### config.mk
export PLATFORM = sky130hd
export DESIGN_NAME = mem_wb_top
export DESIGN_NICKNAME = d
export VERILOG_FILES = /design/src/logic/mem_wb_pkg.sv /design/src/logic/mem_wb_top.sv /design/src/logic/wb_stage.sv /design/src/logic/mem_stage.sv /design/src/logic/data_mem.sv
export SDC_FILE = /design/constraint.sdc
export NUM_CORES = 2
export LEC_CHECK = 0
export ABC_CLOCK_PERIOD_IN_PS = 4500
export BUFFER_PORTS_ARGS = -buffer_cell sky130_fd_sc_hd__clkbuf_2
export CAP_MARGIN = 30
export CORE_MARGIN = 3
export CORE_UTILIZATION = 30
export CTS_BUF_LIST = sky130_fd_sc_hd__clkbuf_8
export DETAILED_ROUTE_END_ITERATION = 7
export PLACE_DENSITY_LB_ADDON = 0.08
export SYNTH_ARGS = -nofsm -noshare
export SYNTH_HDL_FRONTEND = slang
export SYNTH_SLANG_ARGS = --single-unit
### constraint.sdc
create_clock -name clk -period 4.5 [get_ports clk]
set_clock_uncertainty 0.05 [all_clocks]
set_input_delay 0.225 -clock clk [delete_from_list [all_inputs] [get_ports clk]]
set_output_delay 0.225 -clock clk [all_outputs]
set_load 0.02 [all_outputs]
### src/logic/mem_wb_pkg.sv
// Opcodes, widths and instruction formats for the memory and write-back stages
// Imported by every stage module and by the testbench
package mem_wb_pkg;

   ////////////////////////////////////////
   // Widths and sizes
   ////////////////////////////////////////

   // Data and address width
   localparam int word_w = 16;
   // Register index width
   localparam int reg_w = 3;
   // Opcode field width
   localparam int opcode_w = 5;
   // Data memory word index, 256 words
   localparam int mem_aw = 8;
   localparam int mem_depth = 1 << mem_aw;

   ////////////////////////////////////////
   // Opcodes
   ////////////////////////////////////////

   // Memory group, top three opcode bits
   localparam logic [2:0] op_mem_grp = 3'b100;
   localparam logic [opcode_w-1:0] op_st = 5'b10000;
   localparam logic [opcode_w-1:0] op_ld = 5'b10001;
   // Store with base register update
   localparam logic [opcode_w-1:0] op_stu = 5'b10011;
   // Shift and load byte, sits inside the memory group but never accesses memory
   localparam logic [opcode_w-1:0] op_slbi = 5'b10010;

   // Link jumps
   localparam logic [opcode_w-1:0] op_jal = 5'b00110;
   localparam logic [opcode_w-1:0] op_jalr = 5'b00111;

   // Register-register arithmetic and shifts
   localparam logic [opcode_w-1:0] op_r_a = 5'b11011;
   localparam logic [opcode_w-1:0] op_r_b = 5'b11010;

   // Immediate into Rs
   localparam logic [opcode_w-1:0] op_lbi = 5'b11000;
   localparam logic [opcode_w-1:0] op_btr = 5'b11001;

   // Link destination
   localparam logic [reg_w-1:0] link_reg = 3'd7;

   ////////////////////////////////////////
   // Instruction formats
   ////////////////////////////////////////

   typedef struct packed {
      logic [opcode_w-1:0] opcode;
      logic [reg_w-1:0]    rs;
      logic [reg_w-1:0]    rt;
      logic [reg_w-1:0]    rd;
      logic [1:0]          func;
   } r_fmt_t;

   // Five-bit immediate
   typedef struct packed {
      logic [opcode_w-1:0] opcode;
      logic [reg_w-1:0]    rs;
      logic [reg_w-1:0]    rd;
      logic [4:0]          imm5;
   } i1_fmt_t;

   // Eight-bit immediate, Rs is also the destination
   typedef struct packed {
      logic [opcode_w-1:0] opcode;
      logic [reg_w-1:0]    rs;
      logic [7:0]          imm8;
   } i2_fmt_t;

   // One instruction word seen three ways
   typedef union packed {
      r_fmt_t  r_fmt;
      i1_fmt_t i1_fmt;
      i2_fmt_t i2_fmt;
   } instr_u;

endpackage
### src/logic/mem_wb_top.sv
// Memory and write-back back end of the five-stage pipeline
// Takes each instruction from execute, writes back one cycle later
`timescale 1ns/1ps

module mem_wb_top (
   input  logic                          clk,
   input  logic                          rst,
   // Execute stage
   input  logic [mem_wb_pkg::word_w-1:0] instruction,
   input  logic [mem_wb_pkg::word_w-1:0] pc_incr,
   input  logic [mem_wb_pkg::word_w-1:0] b_operand,
   input  logic [mem_wb_pkg::word_w-1:0] alu_result,
   input  logic                          reg_write,
   // Register file write port
   output logic                          wb_en,
   output logic [mem_wb_pkg::reg_w-1:0]  wb_reg,
   output logic [mem_wb_pkg::word_w-1:0] wb_data
);
   import mem_wb_pkg::*;

   // Memory/write-back register contents
   logic [word_w-1:0] instruction_q;
   logic [word_w-1:0] pc_incr_q;
   logic [word_w-1:0] alu_result_q;
   logic [word_w-1:0] read_data_q;
   logic              reg_write_q;

   mem_stage u_mem (
      .clk           (clk),
      .rst           (rst),
      .instruction   (instruction),
      .pc_incr       (pc_incr),
      .b_operand     (b_operand),
      .alu_result    (alu_result),
      .reg_write     (reg_write),
      .instruction_q (instruction_q),
      .pc_incr_q     (pc_incr_q),
      .alu_result_q  (alu_result_q),
      .read_data_q   (read_data_q),
      .reg_write_q   (reg_write_q)
   );

   wb_stage u_wb (
      .instruction_q (instruction_q),
      .pc_incr_q     (pc_incr_q),
      .alu_result_q  (alu_result_q),
      .read_data_q   (read_data_q),
      .reg_write_q   (reg_write_q),
      .wb_en         (wb_en),
      .wb_reg        (wb_reg),
      .wb_data       (wb_data)
   );

endmodule

### src/logic/wb_stage.sv
// Write-back stage of the pipeline back end
// Picks the value and destination register from the registered instruction
// Purely combinational, feeds the register file write port
`timescale 1ns/1ps

module wb_stage (
   // From the memory/write-back register
   input  logic [mem_wb_pkg::word_w-1:0] instruction_q,
   input  logic [mem_wb_pkg::word_w-1:0] pc_incr_q,
   input  logic [mem_wb_pkg::word_w-1:0] alu_result_q,
   input  logic [mem_wb_pkg::word_w-1:0] read_data_q,
   input  logic                          reg_write_q,
   // To the register file
   output logic                          wb_en,
   output logic [mem_wb_pkg::reg_w-1:0]  wb_reg,
   output logic [mem_wb_pkg::word_w-1:0] wb_data
);
   import mem_wb_pkg::*;

   instr_u              instr_q;
   logic [opcode_w-1:0] opcode;

   assign instr_q = instruction_q;
   assign opcode = instr_q.r_fmt.opcode;

   // Write decision was made in execute
   assign wb_en = reg_write_q;

   ////////////////////////////////////////
   // Write-back value
   ////////////////////////////////////////

   always_comb begin
      case (opcode)
         // Loaded word
         op_ld: begin
            wb_data = read_data_q;
         end
         // Return address
         op_jal, op_jalr: begin
            wb_data = pc_incr_q;
         end
         // ALU result, also the updated base for stu
         default: begin
            wb_data = alu_result_q;
         end
      endcase
   end

   ////////////////////////////////////////
   // Destination register
   ////////////////////////////////////////

   always_comb begin
      case (opcode)
         // R-format rd in bits 4:2
         op_r_a, op_r_b: begin
            wb_reg = instr_q.r_fmt.rd;
         end
         op_jal, op_jalr: begin
            wb_reg = link_reg;
         end
         // Rs doubles as destination
         op_lbi, op_slbi, op_btr, op_stu: begin
            wb_reg = instr_q.i2_fmt.rs;
         end
         // I-format-1 rd in bits 7:5
         default: begin
            wb_reg = instr_q.i1_fmt.rd;
         end
      endcase
   end

endmodule

### src/logic/mem_stage.sv
// Memory stage of the pipeline back end
// Decodes the memory access, drives the data memory and registers the results
// into the memory/write-back pipeline register
`timescale 1ns/1ps

module mem_stage (
   input  logic                          clk,
   input  logic                          rst,
   // From the execute stage
   input  logic [mem_wb_pkg::word_w-1:0] instruction,
   input  logic [mem_wb_pkg::word_w-1:0] pc_incr,
   input  logic [mem_wb_pkg::word_w-1:0] b_operand,
   input  logic [mem_wb_pkg::word_w-1:0] alu_result,
   input  logic                          reg_write,
   // To the write-back stage
   output logic [mem_wb_pkg::word_w-1:0] instruction_q,
   output logic [mem_wb_pkg::word_w-1:0] pc_incr_q,
   output logic [mem_wb_pkg::word_w-1:0] alu_result_q,
   output logic [mem_wb_pkg::word_w-1:0] read_data_q,
   output logic                          reg_write_q
);
   import mem_wb_pkg::*;

   // Decode view of the incoming word
   instr_u              instr_d;
   logic [opcode_w-1:0] opcode;
   logic                mem_grp;

   // Memory controls
   logic                mem_en;
   logic                mem_wr;
   logic [word_w-1:0]   mem_addr;
   logic [word_w-1:0]   mem_wdata;
   logic [word_w-1:0]   read_data;

   ////////////////////////////////////////
   // Access decode
   ////////////////////////////////////////

   assign instr_d = instruction;
   // Opcode sits in the same place in every format
   assign opcode = instr_d.r_fmt.opcode;

   // Top bits 100 mark the memory group
   assign mem_grp = (opcode[4:2] == op_mem_grp);

   // St, ld and stu access memory
   // Slbi shares the group but only goes through the ALU
   assign mem_en = mem_grp && (opcode[1:0] != op_slbi[1:0]);

   // Equal low bits pick st and stu
   assign mem_wr = mem_grp && (opcode[1] == opcode[0]);

   // Effective address computed in execute
   assign mem_addr = alu_result;
   // Store data is the B operand
   assign mem_wdata = b_operand;

   ////////////////////////////////////////
   // Data memory
   ////////////////////////////////////////

   data_mem u_dmem (
      .clk   (clk),
      .en    (mem_en),
      .wr    (mem_wr),
      .addr  (mem_addr),
      .wdata (mem_wdata),
      .rdata (read_data)
   );

   ////////////////////////////////////////
   // Memory/write-back register
   ////////////////////////////////////////

   // One instruction per edge, never stalls
   // B operand ends here as store data
   always_ff @(posedge clk) begin
      if (rst) begin
         instruction_q <= '0;
         pc_incr_q     <= '0;
         alu_result_q  <= '0;
         read_data_q   <= '0;
         reg_write_q   <= 1'b0;
      end else begin
         instruction_q <= instruction;
         pc_incr_q     <= pc_incr;
         alu_result_q  <= alu_result;
         // Zero unless a load or store was made
         read_data_q   <= read_data;
         reg_write_q   <= reg_write;
      end
   end

endmodule

### src/logic/data_mem.sv
// Word-addressed data memory used by the memory stage
// Read is combinational, a write lands on the rising clock edge
`timescale 1ns/1ps

module data_mem (
   input  logic                          clk,
   input  logic                          en,
   input  logic                          wr,
   input  logic [mem_wb_pkg::word_w-1:0] addr,
   input  logic [mem_wb_pkg::word_w-1:0] wdata,
   output logic [mem_wb_pkg::word_w-1:0] rdata
);
   import mem_wb_pkg::*;

   ////////////////////////////////////////
   // Storage
   ////////////////////////////////////////

   // Contents undefined until first written
   logic [word_w-1:0] mem [mem_depth];

   // Word index from the byte address
   logic [mem_aw-1:0] word_idx;
   logic              write_en;

   // Low bit dropped, no alignment check
   // Bits above the window wrap onto it
   assign word_idx = addr[mem_aw:1];

   // Write only when the access is enabled
   assign write_en = en && wr;

   ////////////////////////////////////////
   // Read port
   ////////////////////////////////////////

   // Same-cycle read
   // Quiet bus when no access is made
   always_comb begin
      if (en) begin
         rdata = mem[word_idx];
      end else begin
         rdata = '0;
      end
   end

   ////////////////////////////////////////
   // Write port
   ////////////////////////////////////////

   // Store lands at this edge
   // A load on the next cycle sees it
   always_ff @(posedge clk) begin
      if (write_en) begin
         mem[word_idx] <= wdata;
      end
   end

endmodule

==> Word level (Yosys, flattened, before mapping) <==
Memories as Yosys holds them, arrays and structs flattened. A register that Yosys moved wholly into a read port is not among the register bits.
Cells that the tools add are included.
{ "op_classes": {"n_bitwise": 1, "reduce_logical": 7, "eq_ne": 12, "n_mux": 4} }
{ "ops": {"columns": ["cell", "count"], "rows": [
  ["== test 5 bit, second input constant", 7],
  ["one-hot mux 16 bit (2 select lines)", 1],
  ["== test 5 x 3 -> 1 bit, second input constant", 2],
  ["one-hot mux 3 bit (3 select lines)", 1],
  ["OR reduction 2 bit", 3],
  ["OR reduction 4 bit", 1],
  ["== test 3 bit, second input constant", 1],
  ["logical AND 1 bit", 3],
  ["two-way mux 1 bit", 2],
  ["inequality test 2 bit, second input constant", 1],
  ["== test 1 bit", 1],
  ["inverter 1 bit", 1]
]} }
{ "word_totals": {"n_memories": 1, "mem_bits_rw": 4096, "reg_bits": 49, "word_cells": 29} }
{ "mem_list": {"columns": ["name", "words", "word_bits", "rd", "rd_ports_with_merged_regs", "wr", "line", "rtl"], "rows": [
  ["u_mem.u_dmem.mem", 256, 16, 1, 1, 1, "data_mem.sv:20", "logic [word_w-1:0] mem [mem_depth];"]
]} }

==> Logic depth before layout (Yosys ltp) <==
{ "logic_depth": {"depth_word": 5, "depth_mapped": 12, "mapped_depth_nobuf": 8} }

==> Cells and area by module <==
From an unflattened synthesis, not the netlist that was laid out.
{ "unflattened": {"cells_unflattened": 7393, "hier_area_um2": 159868.3} }
{ "by_module_without_submodules": {"columns": ["mod", "instances", "area_per_inst_um2", "cells_each"], "rows": [
  ["data_mem", 1, 157531.1, 7200],
  ["mem_stage", 1, 1890.6, 141],
  ["wb_stage", 1, 446.7, 52]
]} }

==> Worst setup path before layout <==
No wires, ideal clock.
{ "synth_path": {"path_kind": "input to register", "start": "input alu_result[1] (netlist bit)", "end": "memory u_mem.u_dmem.mem[223][0], enable pin", "arrival_time_ns": 2.493, "setup_time_ns": 0.388, "setup_slack_ns": 1.569, "path_stages": 10, "path_cell_list": "clkbuf_2 > buf_6 > buf_6 > buf_6 > buf_6 > buf_2 > buf_4 > nand4_1 > buf_2 > nor2_1"} }
{ "synth_lines": {"columns": ["element", "line", "rtl"], "rows": [
  ["start: declaration", "mem_wb_top.sv:12", "input logic [mem_wb_pkg::word_w-1:0] alu_result,"],
  ["end: declaration", "data_mem.sv:20", null]
]} }
Straight into the memory's write port.

==> results_dict.tcl <==
set metrics [dict create \
    syn_nets 8204 \
    synth_area_leaders "edfxtp_1, mux4_2, mux2i_1, o22ai_1, dfxtp_1" \
    drt_iter0_drc 7849 \
    htree_levels 6 \
    clock_sinks 4159 \
    timing.rr.start "u_mem.u_dmem.mem[252][6]" \
    nNetsFinal 9431 \
    drtPass1Iterations 5 \
    fin_crit_sh 0.861 \
    synth_edf_count 4096 \
    syn_to_final_growth_pct 18.3 \
    min_to "u_mem.u_dmem.mem[99][1]" \
    postPlaceCellArea_um2 174000 \
    final_cell_area_um2 189000 \
    grt_pass1_vias 86900 \
    cts-buffers-inserted 736 \
    vias 84600 \
    rrSetupSlack_ns 0.67 \
    multi_input_area_um2 33500 \
    max_slew_margin 0.232 \
    die_h_um 736 \
    overflow 0 \
    fmax_mhz 258 \
    ios 87 \
    syn_inst 8136 \
    clk_path_buf_depth 4 \
    grt_max_degree 124 \
    hold_class "in2reg" \
    ys_async_sr_fraction 0 \
    r2r_cells 9 \
    required_ns 5.55 \
    die_w_um 736 \
    via_per_inst 4.97 \
    grtUsageMet2 0.304 \
    grt_usage 0.190 \
    ctsResizeCount 0 \
    ir_worst_vdd_v 0.000320 \
    wl_mm 527 \
    fillerInstances 49600 \
    antenna_found_initial 71 \
    syn_area_per_cell_um2 19.6 \
    cp_max_fo 15 \
    critPathArrivalTime_ns 4.93 \
    globalRouteMet3Util 0.0316 \
    synthFlopType "edfxtp_1" \
    final-hold-violation-count 0 \
    leakage_uw 0.0630 \
    postCtsSetupRepairBufs 0 \
    slew_violations 0 \
    pre_cts_slack_ns -0.0877 \
    worstReg2RegEnd "u_mem.read_data_q[6]" \
    cts-root-buf "clkbuf_8" \
    seq_area_um2 124000 \
    p_per_area_nw_per_um2 417 \
    ant_nets 0 \
    startpoint_type "input port" \
    cap_viol_max_count 0 \
    drc 0 \
    cts.reportedPaths.clkPinSlew_ns 0.06 \
    clock_latency_ns 1.28 \
    synth_area_um2 160000 \
    setup-violations-final 0 \
    critPathCaptureType "register" \
    status "finished, final reports clean" \
    synth_largest_area_cell "edfxtp_1" \
    grt_pass1_wl_mm 718 \
    final_core_util 0.357 \
    min_period_ns 3.87 \
    core_area_um2 530000 \
    wl_per_cell_um 31.0 \
    drive_above_1_share 0.238 \
    setup_tns_ns 0 \
    ys_warn_count 0 \
    gr-max-usage-layer "met2" \
    portBuffers 84 \
    worstMarginPinSlew_ns 1.15 \
    use_met1 0.269 \
    ys_seq_area_frac 0.777 \
    ys_ff_latch 4159 \
    initial_core_util 0.302 \
    rows 267 \
    criticalPathCategory "in2reg" \
    synth.distinct_cells 50 \
    post-synth-top-area-fraction 0.770 \
    hp-start "b_operand[1]" \
    design.die.area_um2 542000 \
    dp_hpwl_mm 318 \
    setup_slack_ns 0.628 \
    gp_congestion 0.778 \
    cts_tree "yes" \
    worst_hold_path.num_cells 3 \
    rsz0062_at_grt "no" \
]
[cells in the final DEF (no fill, tap or decap), drive strengths merged, types with 2 or more instances in the layout]
master / n
mux4: 521
a41oi: 46
nor4bb: 16
nor2b: 74
mux2i: 1041
a22oi: 164
diode: 58
nor3: 15
nand4: 68
nand2: 259
nor3b: 6
clkbuf: 823
nor2: 321
dlygate4sd3: 151
and3: 22
a21oi: 38
buf: 761
nand3: 244
o21ai: 78
o22a: 3
edfxtp: 4096
and3b: 2
o2111ai: 15
bufinv: 9
a221oi: 124
mux2: 2
clkinvlp: 11
nand2b: 35
nor4b: 2
o22ai: 249
nand3b: 15
a31oi: 23
clkinv: 255
dfxtp: 63
nor4: 62
inv: 307
o21bai: 16
and2: 5
[power breakdown]
group / total, uW / switching (uW) / internal [uW]
logic: 4050 / 2710 / 1340
clock network: 32100 / 15900 / 16200
registers: 42600 / 25.4 / 42600
total: 78800 / 18600 / 60100
[logic make-up after synthesis]
family,after synthesis,synth area share
and+or+nand+nor,1149,0.0348
AOI/OAI and AO/OA,759,0.0332
buffers and inverters,504,0.0157
adders and majority gates,1,0.0000783
muxes,1564,0.139
DFF,4159,0.777
[through the flow]
stage | power, uW | hold slack [ns] | std cells
3_3_place_gp | 47300 | 0.389 | 15400
2_1_floorplan | 45200 | 0.269 | 8136
4_1_cts | 80000 | 0.00257 | 16900
6_report | 78800 | 0.172 | 17000
5_1_grt | 81900 | 0.0459 | 17000
3_5_place_dp | 47400 | 0.390 | 15500
[area by class of cell]
type | instances | share of cell area
antenna | 58 | 0.000768
clock buffer | 759 | 0.0553
clock inverter | 565 | 0.0147
inverter | 17 | 0.000338
multi-input combinational | 3473 | 0.177
sequential | 4159 | 0.657
tap | 6994 | 0.0463
timing repair buffer | 976 | 0.0480
[what timing repair did]
| item | in CTS | in global routing |
|---|---|---|
| setup endpoints to repair | 0 | 0 |
| endpoints found under the hold margin | 4140 | 0 |
| hold buffers | 160 | 0 |
[how the worst max path moves through the flow]
stage	start	end	slack (ns)	cells after the start
3_5_place_dp	alu_result[1]	u_mem.read_data_q[10]	-0.09	11
6_report	alu_result[6]	u_mem.read_data_q[10]	0.63	13
5_1_grt	alu_result[2]	u_mem.read_data_q[10]	0.57	12
3_3_place_gp	alu_result[1]	u_mem.read_data_q[5]	-0.19	12
4_1_cts	u_mem.u_dmem.mem[255][6]	u_mem.read_data_q[6]	0.56	9
2_1_floorplan	alu_result[1]	u_mem.u_dmem.mem[223][0]	1.57	10
[flip-flops by register name (all words and copies together) (netlist names)]
| signal | count |
|---|---|
| u_mem.pc_incr_q | 16 |
| u_mem.read_data_q | 16 |
| u_mem.u_dmem.mem | 4096 |
| u_mem.alu_result_q | 16 |
| u_mem.instruction_q | 14 |
| u_mem.reg_write_q | 1 |
[worst max-delay path: stages]
cell           delay [ns]
dlygate4sd3_1        0.66
clkbuf_2             0.47
buf_4                0.19
nor2b_1              0.09
buf_4                0.18
nand3_4              0.32
buf_4                0.36
o22ai_1              0.24
nor4_1               0.82
buf_4                0.26
a41oi_1              0.15
nor2_1               0.70
nand4_1              0.19
[synth_stat cells, drive strengths merged, types with 23 or more instances]
cell type,number
nand4,68
edfxtp,4096
o21ai,78
nor2b,74
a21oi,38
nor2,321
nand2b,35
a31oi,23
nor4,62
dfxtp,63
mux4,521
mux2i,1041
buf,297
o22ai,249
nand2,259
nand3,244
a41oi,46
a22oi,164
a221oi,124
clkbuf,190
[per-layer routing]
layer | share of wire | vias up
li1 | - | 36100
met1 | 0.45 | 45300
met2 | 0.47 | 2540
met3 | 0.054 | 640
met4 | 0.022 | 2
met5 | 0.000013 | -
No activity file was read; power rests on OpenSTA's default activity.
